### config.mk
export PLATFORM = sky130hd
export DESIGN_NAME = mac_top
export DESIGN_NICKNAME = d
export VERILOG_FILES = /design/src/hdl/mac_pkg.sv /design/src/hdl/mac_reg_if.sv /design/src/hdl/mac_base_select.sv /design/src/hdl/mac_disp_extend.sv /design/src/hdl/mac_fast_add.sv /design/src/hdl/mac_add.sv /design/src/hdl/mac_top.sv
export SDC_FILE = /design/constraint.sdc
export NUM_CORES = 1
export LEC_CHECK = 0
export BUFFER_PORTS_ARGS = -buffer_cell sky130_fd_sc_hd__buf_4
export CORE_UTILIZATION = 42
export DETAILED_ROUTE_END_ITERATION = 8
export PLACE_DENSITY = 0.81
export REMOVE_ABC_BUFFERS = 1
export SYNTH_ARGS = -nofsm -noshare
export SYNTH_HDL_FRONTEND = slang
export SYNTH_SLANG_ARGS = --single-unit
### constraint.sdc
create_clock -name clk -period 5.9 [get_ports clk]
set_clock_uncertainty 0.15 [all_clocks]
set_input_delay 1.18 -clock clk [delete_from_list [all_inputs] [get_ports clk]]
set_output_delay 1.18 -clock clk [all_outputs]
set_load 0.01 [all_outputs]
### src/hdl/mac_pkg.sv
//****************************************
// Shared widths and CPU data word type for the MAC address adder
// Widths are architectural and fixed at 16-bit words
// group_width must divide word_width evenly
//****************************************

`default_nettype none

package mac_pkg;

  localparam int word_width  = 16; // Data and address width
  localparam int byte_width  = 8;  // Short displacement width
  localparam int group_width = 4;  // Carry lookahead group size

  // CPU data word, seen either whole or as two bytes
  typedef union packed {
    logic [word_width-1:0] word;
    struct packed {
      logic [word_width-byte_width-1:0] hi;
      logic [byte_width-1:0]            lo;
    } half;
  } cd_word_u;

endpackage : mac_pkg

`default_nettype wire

### src/hdl/mac_reg_if.sv
//****************************************
// Base register sources and select strobes
// Strobes are levels that act in the same cycle
// No handshake, several strobes may be high at once
//****************************************

`default_nettype none
`timescale 1ns/1ps

interface mac_reg_if
  import mac_pkg::*;
();

  logic [word_width-1:0] br;  // B register
  logic [word_width-1:0] rb;  // Microcode register B
  logic [word_width-1:0] xr;  // X register
  logic [word_width-1:0] lca; // Load control address

  logic pb;   // Select br
  logic prb;  // Select rb
  logic px;   // Select xr
  logic plca; // Select lca

  modport source (
    output br, rb, xr, lca,
    output pb, prb, px, plca
  );

  modport sink (
    input br, rb, xr, lca,
    input pb, prb, px, plca
  );

endinterface : mac_reg_if

`default_nettype wire

### src/hdl/mac_base_select.sv
//****************************************
// Base term gating for the address adder
// Selected sources combine by bitwise OR
// Base is zero when no strobe is high
//****************************************

`default_nettype none
`timescale 1ns/1ps

module mac_base_select
  import mac_pkg::*;
(
  mac_reg_if.sink               regs,
  output logic [word_width-1:0] base
);

  logic [word_width-1:0] br_gated;
  logic [word_width-1:0] rb_gated;
  logic [word_width-1:0] xr_gated;
  logic [word_width-1:0] lca_gated;

  // Each source masked by its own strobe
  assign br_gated  = regs.br  & {word_width{regs.pb}};
  assign rb_gated  = regs.rb  & {word_width{regs.prb}};
  assign xr_gated  = regs.xr  & {word_width{regs.px}};
  assign lca_gated = regs.lca & {word_width{regs.plca}};

  // Wired OR of the gated sources
  assign base = br_gated | rb_gated | xr_gated | lca_gated;

endmodule : mac_base_select

`default_nettype wire

### src/hdl/mac_disp_extend.sv
//****************************************
// Displacement term for the address adder
// cds low gives the full CPU data word
// cds high gives the low byte sign-extended
//****************************************

`default_nettype none
`timescale 1ns/1ps

module mac_disp_extend
  import mac_pkg::*;
(
  input  cd_word_u              cd,
  input  logic                  cds,
  output logic [word_width-1:0] disp
);

  logic                  sign_bit;
  logic [word_width-1:0] short_disp;

  assign sign_bit = cd.half.lo[byte_width-1];

  // High byte replaced by copies of the sign bit
  assign short_disp = {{(word_width-byte_width){sign_bit}}, cd.half.lo};

  always_comb begin
    if (cds) begin
      disp = short_disp;  // -128 .. +127
    end else begin
      disp = cd.word;
    end
  end

endmodule : mac_disp_extend

`default_nettype wire

### src/hdl/mac_fast_add.sv
//****************************************
// Carry lookahead adder, 16 bits in 4-bit groups
// Sum wraps modulo 2^16
// No carry out, the final carry is dropped
//****************************************

`default_nettype none
`timescale 1ns/1ps

module mac_fast_add
  import mac_pkg::*;
(
  input  logic [word_width-1:0] base,
  input  logic [word_width-1:0] disp,
  output logic [word_width-1:0] sum
);

  logic [word_width-1:0]             bit_g;   // Bit generate
  logic [word_width-1:0]             bit_p;   // Bit propagate
  logic [word_width/group_width-1:0] grp_g;   // Group generate
  logic [word_width/group_width-1:0] grp_p;   // Group propagate
  logic [word_width/group_width-1:0] grp_cin; // Carry into each group
  logic [word_width-1:0]             carry;   // Carry into each bit

  assign bit_g = base & disp;
  assign bit_p = base ^ disp;

  // Group generate and propagate
  always_comb begin
    for (int k = 0; k < word_width/group_width; k++) begin
      grp_g[k] = 1'b0;
      grp_p[k] = 1'b1;
      for (int i = 0; i < group_width; i++) begin
        grp_g[k] = bit_g[k*group_width+i] | (bit_p[k*group_width+i] & grp_g[k]);
        grp_p[k] = grp_p[k] & bit_p[k*group_width+i];
      end
    end
  end

  // Two-level lookahead, each group carry as a sum of products
  always_comb begin
    logic term;
    for (int k = 0; k < word_width/group_width; k++) begin
      grp_cin[k] = 1'b0; // Group 0 has no carry in
      for (int j = 0; j < k; j++) begin
        term = grp_g[j];
        for (int m = j + 1; m < k; m++) begin
          term = term & grp_p[m];
        end
        grp_cin[k] = grp_cin[k] | term;
      end
    end
  end

  // Carries inside each group start from the lookahead carry
  always_comb begin
    for (int k = 0; k < word_width/group_width; k++) begin
      carry[k*group_width] = grp_cin[k];
      for (int i = 1; i < group_width; i++) begin
        carry[k*group_width+i] = bit_g[k*group_width+i-1]
                               | (bit_p[k*group_width+i-1] & carry[k*group_width+i-1]);
      end
    end
  end

  assign sum = bit_p ^ carry;

endmodule : mac_fast_add

`default_nettype wire

### src/hdl/mac_add.sv
//****************************************
// MAC address adder, base plus displacement
// Purely combinational, no carry out
// cd is always added, whatever the strobes
//****************************************

`default_nettype none
`timescale 1ns/1ps

module mac_add
  import mac_pkg::*;
(
  mac_reg_if.sink               regs,
  input  cd_word_u              cd,
  input  logic                  cds,
  output logic [word_width-1:0] sum
);

  logic [word_width-1:0] base; // Gated register term
  logic [word_width-1:0] disp; // CPU data term

  mac_base_select u_base_select (
    .regs (regs),
    .base (base)
  );

  mac_disp_extend u_disp_extend (
    .cd   (cd),
    .cds  (cds),
    .disp (disp)
  );

  // Fast adder combines both terms
  mac_fast_add u_fast_add (
    .base (base),
    .disp (disp),
    .sum  (sum)
  );

endmodule : mac_add

`default_nettype wire

### src/hdl/mac_top.sv
//****************************************
// MAC top level with memory address register
// address follows the sum one cycle after load
// Synchronous active-high reset clears address
// No handshake, a load may come every cycle
//****************************************

`default_nettype none
`timescale 1ns/1ps

module mac_top
  import mac_pkg::*;
(
  input  logic                  clk,
  input  logic                  reset,
  input  logic [word_width-1:0] br,      // B register
  input  logic [word_width-1:0] rb,      // Microcode register B
  input  logic [word_width-1:0] xr,      // X register
  input  logic [word_width-1:0] lca,     // Load control address
  input  logic                  pb,
  input  logic                  prb,
  input  logic                  px,
  input  logic                  plca,
  input  logic [word_width-1:0] cd,      // CPU data
  input  logic                  cds,     // Short displacement select
  input  logic                  load,    // Capture the sum
  output logic [word_width-1:0] address
);

  cd_word_u              cd_word;
  logic [word_width-1:0] sum;

  mac_reg_if u_regs ();

  // Register sources onto the interface
  assign u_regs.br   = br;
  assign u_regs.rb   = rb;
  assign u_regs.xr   = xr;
  assign u_regs.lca  = lca;
  assign u_regs.pb   = pb;
  assign u_regs.prb  = prb;
  assign u_regs.px   = px;
  assign u_regs.plca = plca;

  assign cd_word.word = cd;

  mac_add u_add (
    .regs (u_regs.sink),
    .cd   (cd_word),
    .cds  (cds),
    .sum  (sum)
  );

  // Memory address register
  always_ff @(posedge clk) begin
    if (reset) begin
      address <= '0;
    end else if (load) begin
      address <= sum;
    end
  end

endmodule : mac_top

`default_nettype wire

After elaboration in Yosys (flattened, before gate mapping)
Index checks and enable logic that the tools add are counted.

cells by class
  mux-type cells = 1
  bitwise operators = 58

operators with widths
  operator            count
  AND 16 bit          4
  bitwise OR 16 bit   3
  bitwise XOR 16 bit  2
  AND 1 bit           27
  bitwise OR 1 bit    21
  two-way mux 16 bit  1
  AND 15 bit          1

word-level totals
  register bits after elaboration = 16
  input bits = 88
  output and inout bits = 16
  logic and storage cells = 60

Longest topological paths before layout
Gate-level depths: netlist of run 1.

  word-level depth = 22
  mapped depth = 19
  mapped depth without buffers = 17

By module
From an unflattened synthesis of run 1, not the netlist that was laid out.

second synthesis, totals
  cells, all modules = 162
  area total of the unflattened synthesis = 1639.1 um2

modules (own cells, without submodules)
  module           times used  cells an instance  area an instance (um2)  seq. area each (um2)
  mac_top          1           52                 580.6                   320.3
  mac_fast_add     1           37                 473.0                   0.0
  mac_base_select  1           56                 394.1                   0.0
  mac_disp_extend  1           17                 191.4                   0.0

Worst setup path before layout of run 1
OpenSTA, ideal clock, no wires.

  path kind = input to register
  start = input port plca
  end = register address[15]
  setup time = 0.120 ns
  arrival = 5.111 ns
  data required time = 5.630 ns
  slack = 0.519 ns
  stages = 19
  path buffers = 2
  cells stage by stage = clkbuf_1 clkbuf_1 a22oi_1 nand2_1 ha_1 inv_1 fa_1 fa_1 fa_1 nor2b_1 o211ai_1 nand3_1 a221o_1 fa_1 fa_1 fa_1 xor2_2 nor3_1 a211o_1

between the ends
  longest elaborated chain between the ends = 20
  elaborated cells between the ends (all ways) = 40
  classes of those cells = bitwise: 40

ends and longest elaborated chain
  item                                              line                                    RTL
  start, declared                                   mac_top.sv:23                           input logic plca,
  AND 16 bit (*)                                    mac_base_select.sv:26                   assign lca_gated = regs.lca & {word_width{regs.plca}};
  bitwise OR 16 bit (*)                             mac_base_select.sv:29                   assign base = br_gated | rb_gated | xr_gated | lca_gated;
  bitwise XOR 16 bit or AND 15 bit (tied branches)  mac_fast_add.sv:26, mac_fast_add.sv:25
  AND 1 bit                                         mac_fast_add.sv:34                      grp_g[k] = bit_g[k*group_width+i] | (bit_p[k*group_width+i] & grp_g[k]);
  bitwise OR 1 bit                                  mac_fast_add.sv:34
  AND 1 bit                                         mac_fast_add.sv:34
  bitwise OR 1 bit                                  mac_fast_add.sv:34
  AND 1 bit                                         mac_fast_add.sv:34
  (+3 left out)                                     n/a
  bitwise OR 1 bit (2 in series)                    mac_fast_add.sv:50                      grp_cin[k] = grp_cin[k] | term;
  AND 1 bit                                         mac_fast_add.sv:61                      | (bit_p[k*group_width+i-1] & carry[k*group_width+i-1]);
  bitwise OR 1 bit                                  mac_fast_add.sv:61
  AND 1 bit                                         mac_fast_add.sv:61
  bitwise OR 1 bit                                  mac_fast_add.sv:61
  AND 1 bit                                         mac_fast_add.sv:61
  bitwise OR 1 bit                                  mac_fast_add.sv:61
  bitwise XOR 16 bit (*)                            mac_fast_add.sv:66                      assign sum = bit_p ^ carry;
  end signal, assigned                              mac_top.sv:59                           address <= sum;
  end, declared                                     mac_top.sv:27                           output logic [word_width-1:0] address

Every way passes the cells marked *; elsewhere a longest branch is shown, timed or not.
A chain may end at the register's enable or synchronous reset.

Worst setup path in the final report of run 1
Same ends and word-level chain as after synthesis.

==> results of run 1 <==
-- where the power goes --
part / switching [mW] / internal [mW]
Combinational: 0.0862 / 0.107
Clock: 0.0342 / 0.0375
Sequential: 0.00729 / 0.122
Total: 0.128 / 0.267
-- cells in the mapped netlist, types with 2 or more instances --
cell	instances
xnor2_1	2
ha_1	9
a22oi_1	26
a221oi_1	3
fa_1	12
mux2i_1	8
a21o_1	3
o21ai_0	7
nor2_1	18
buf_2	3
inv_1	17
a22o_1	3
clkbuf_1	10
dfxtp_1	16
a211oi_1	7
nand2_1	15
-- tightest hold or removal path, delay by kind of cell (launching register included) --
kind | cells | cell delay, ns
compound gates | 1 | 0.05
simple gates | 1 | 0.08
flops | 1 | 0.32
-- final cells by class --
cell class                 instances  area, um^2
fill                             314        1070
multi-input combinational        126        1050
timing repair buffer             103         773
sequential                        16         320
inverter                          17        63.8
tap                               46        57.6
clock buffer                       4        36.3
-- placed cells by master (no fill, tap or decap), drive strengths merged, types with 4 or more instances in the layout --
cell type / instances
dfxtp: 16
mux2i: 9
inv: 17
clkbuf: 4
o21ai: 7
a22oi: 26
a211oi: 7
nor2: 18
ha: 9
fa: 12
nand2: 15
buf: 103
-- stage by stage --
step / area [um^2] / power, mW / setup WS, ns / util (%) / hold slack [ns]
floorplan: 1430 / 0.228 / 0.823 / - / 0.346
global placement: 2260 / 0.322 / 0.508 / 67.2 / 0.317
detailed placement: 2260 / 0.327 / 0.460 / 67.2 / 0.323
CTS: 2300 / 0.400 / 0.774 / 68.3 / 0.337
global route: 2300 / 0.428 / 0.556 / 68.3 / 0.372
finish: 2300 / 0.395 / 0.770 / 68.3 / 0.337
-- cell families after synthesis --
family | after synthesis
adder cells (fa/ha/maj) | 21
flip-flops | 16
AND/OR/NAND/NOR | 40
buffers and inverters | 31
AO/OA/AOI/OAI | 53
multiplexers | 9
XOR/XNOR | 3
-- per-layer routing --
| layer | global-route usage [%] | share of wire, % | vias up |
|---|---|---|---|
| met5 | 0 | 0 | - |
| met4 | 7.30 | 1.5 | 0 |
| met3 | 2.10 | 4.8 | 6 |
| met2 | 41.9 | 53 | 57 |
| met1 | 29.0 | 41 | 762 |
| li1 | - | - | 799 |
-- worst paths after layout --
path	endpoint	depth (start not counted)
setup / recovery	address[15]$_SDFFE_PP0P_	18
hold / removal	address[4]$_SDFFE_PP0P_	2
setup reg to reg	address[15]$_SDFFE_PP0P_	2
hold reg to reg	address[4]$_SDFFE_PP0P_	2
==> results.cfg, run 1 <==
[global_routing]
grt_overflow = 0
track_usage_pct = 23.2
grt_pass1_vias = 1551
antenna_found_initial = 0
grt_max_degree = 25
grt_pass1_wl_um = 6560

[power_and_ir_drop]
power.density_mw_per_mm2 = 172
irDropWorstVdd_mv = 0.0707
p_leak_nw = 1.19

[layout]
layout.cells.non_filler = 312
finalNetCount = 376
drive_gt1_share_pct = 41.0
n_antenna_cell = 0
top_regs = address x16
largest_reg_flops = 16
regMostFlops = address
area_growth_pct = 53.8

[critical_path]
cpMostUsedCell = fa_1
worstPathCellList = buf_4, a22oi_1, nand2_1, ha_1, inv_1, fa_1, fa_1, fa_1, nor2b_1, o211ai_1, nand3_1, a221o_1, fa_1, fa_1, fa_1, xor2_2, nor3_1, a211o_1
cp_num_buf_inv = 2
start_kind = input pin
path_delay_family = adder cells
worstSetupPathType = in -> reg
crit_fanout = 16
crit_slowest_cell = fa_1
cp-end-kind = flip-flop
cp-startpoint = plca
reg2reg_slack_ns = 4.97
slowest_delay_ns = 0.48
cp.required_ns = 5.93
regToRegStartpoint = address[15]$_SDFFE_PP0P_
worstPathArrival_ns = 5.16

[placement]
portBuffers = 103
gp_congestion = 0.748
dpl.cell_count = 308
post-dp-hpwl_um = 3490

[clocking]
cts_setup_buffers = 0
cts.repair.resized = 0
htree_levels = 1
clockBufferDepth = 2
cts_tree = yes
numCtsBuffers = 3
cts.sinks = 16
path_clk_slew_ns = 0.10
worstSkewPairLatency_ns = 0.28
root_buffer = clkbuf_4
ctsHoldBuffers = 0

[synth]
syn_inst = 173
synth_top_family_by_area = compound AO/OA/AOI/OAI gates
synth_top_area_share_pct = 21.4
synth-compound-area-share_pct = 26.0
yosys_warnings = 0
yosys.area.top_type = dfxtp_1
synthFlopType = dfxtp_1
syn_avg_cell_area_um2 = 8.64
synth_fa_ha_area_share_pct = 23.6
synthDistinctLibCells = 30
syn_area_mm2 = 0.00149
muxShareOfSynthArea_pct = 6.87
ys_ff_latch = 16
synth_async_sr_flop_share_pct = 0
synth_edf_count = 0
yosysSeqAreaShare_pct = 21.4
synth_xor_area_share_pct = 2.26
ys_top_cells_by_area = dfxtp_1 21%, fa_1 16%, a22oi_1 13%
yosys.area_share.simple_pct = 11.2

[timing]
fmax_ghz = 0.195
final_max_slew_viol_count = 0
period_share_pct = 87.0
period_needed_ns = 5.13
final.setup.tns_ns = 0
hold_viol = 0
slew_headroom_pct = 75.7
rsz0062_at_grt = false
finalSetupViolCount = 0
tightest_slew_ns = 0.361

[routing]
dr.first_iter.drc_count = 44
ant_nets = 0
firstDrtPassIters = 4
totalWireLength_um = 4200
drc = 0
dr_total_vias = 1624
vias_per_cell = 5.21
wire_per_inst_um = 13.5

[worst_hold_path]
min_path_type = reg -> reg
hp-start = address[4]$_SDFFE_PP0P_

[floorplan]
io_pins = 104
start_util_pct = 44.4
die_h_um = 61.6
core_mm2 = 0.00336
die-area_mm2 = 0.00380
die_x_um = 61.6
rows = 21

[run]
timing.max_cap.violations = 0

[status]
outcome = completed
No activity file was read; power rests on OpenSTA's default activity.
==> run 2: changes to the inputs <==
==> constraint.sdc (replaced) <==
create_clock -name clk -period 5.2 [get_ports clk]
set_clock_uncertainty 0.15 [all_clocks]
set_input_delay 1.04 -clock clk [delete_from_list [all_inputs] [get_ports clk]]
set_output_delay 1.04 -clock clk [all_outputs]
set_load 0.01 [all_outputs]
==> results.cfg, run 2 (synthesized netlist as in run 1, its figures left out) <==
[routing]
wire_per_inst_um = 13.9
firstDrtPassIters = 4
vias_per_cell = 5.26
totalWireLength_um = 4470
ant_nets = 0
drc = 0
dr_total_vias = 1687
dr.first_iter.drc_count = 101

[placement]
post-dp-hpwl_um = 3820
dpl.cell_count = 317
gp_congestion = 0.856
dp_slack_ns = -0.0767
portBuffers = 103

[global_routing]
met3_usage_pct = 5.04
grt_max_degree = 25
grt_pass1_wl_um = 7180
grt-busiest-layer = met2
grt_overflow = 0
track_usage_pct = 25.8
antenna_found_initial = 0
met1_usage_pct = 31.9
grt_pass1_vias = 1625
grt_util_met2_pct = 44.9

[clocking]
cts_setup_buffers = 0
cts.repair.resized = 0
path_clk_slew_ns = 0.11
worstSkewPairLatency_ns = 0.30
clockBufferDepth = 2
ctsHoldBuffers = 0
cts_tree = yes
root_buffer = clkbuf_4
numCtsBuffers = 3
cts.sinks = 16
htree_levels = 1

[timing]
final.setup.tns_ns = 0
finalSetupViolCount = 0
setup_slack_ns = 0.272
tightest_slew_ns = 0.354
fmax_ghz = 0.203
final_max_slew_viol_count = 0
rsz0062_at_grt = false
slew_headroom_pct = 76.1
hold_viol = 0
period_share_pct = 94.8
period_needed_ns = 4.93

[critical_path]
start_kind = input pin
cp.required_ns = 5.25
worstPathArrival_ns = 4.98
cp-end-kind = flip-flop
worstSetupPathType = in -> reg
crit_fanout = 4

[layout]
n_antenna_cell = 0
regMostFlops = address
largest_reg_flops = 16
finalNetCount = 385
layout.cells.non_filler = 321
area_growth_pct = 58.3
final_cell_mix = 112 x buf_4, 26 x a22oi_1, 18 x nor2_1, 17 x inv_1, 16 x dfxtp_1
layout_commonest_cell = buf_4
drive_gt1_share_pct = 42.9
top_regs = address x16
nFillCells = 296

[floorplan]
die_h_um = 61.6
io_pins = 104
die_x_um = 61.6
die-area_mm2 = 0.00380
rows = 21
core_mm2 = 0.00336
start_util_pct = 44.4

[power_and_ir_drop]
power.density_mw_per_mm2 = 196
irDropWorstVdd_mv = 0.103
total_power_mw = 0.463
p_leak_nw = 1.23

[run]
timing.max_cap.violations = 0

[status]
outcome = completed

[worst_hold_path]
min_path_type = reg -> reg
==> run 2: where the power goes <==
part           switching [mW]  internal (mW)
logic                  0.0991          0.126
registers             0.00855          0.139
clock network          0.0476         0.0427
total                   0.155          0.308
==> run 2: worst paths after layout <==
path	from	to	slack, ns	depth (start not counted)
setup reg to reg	address[15]$_SDFFE_PP0P_	address[15]$_SDFFE_PP0P_	4.27	2
hold reg to reg	address[6]$_SDFFE_PP0P_	address[6]$_SDFFE_PP0P_	0.34	2
hold / removal	address[6]$_SDFFE_PP0P_	address[6]$_SDFFE_PP0P_	0.34	2
setup / recovery	pb	address[15]$_SDFFE_PP0P_	0.27	16
==> run 2: routing by layer <==
metal  routed length [um]  share of wire (%)
met1                 1850                 41
met2                 2270                 51
met3                  222                5.0
met4                  122                2.7
met5                    0                  0
==> run 2: final cells by class <==
class / count / area, um^2 / share of cell area, %
flip-flops and latches: 16 / 320 / 13.5
multi-input cells: 126 / 1050 / 44.2
clock buffers: 4 / 36.3 / 1.53
well taps: 46 / 57.6 / 2.43
repair buffers: 112 / 841 / 35.6
inverters: 17 / 63.8 / 2.70
==> run 2: critical path, cell delays in order <==
cell	delay [ns]
buf_4	0.13
a22o_1	0.20
a221oi_1	0.26
fa_1	0.27
fa_1	0.21
fa_1	0.21
nor2b_1	0.05
o211ai_1	0.19
nand3_1	0.10
a221o_1	0.39
fa_1	0.46
fa_1	0.46
fa_1	0.47
xor2_2	0.19
nor3_1	0.07
a211o_1	0.26
==> run 2: stage by stage <==
| step | hold slack [ns] | area [um^2] | util, % |
|---|---|---|---|
| final | 0.338 | 2360 | 70.3 |
| after global routing | 0.345 | 2360 | 70.3 |
| after CTS | 0.338 | 2360 | 70.3 |
| after detailed placement | 0.323 | 2330 | 69.2 |
| after global placement | 0.316 | 2330 | 69.2 |
| after floorplan | 0.346 | 1430 | - |
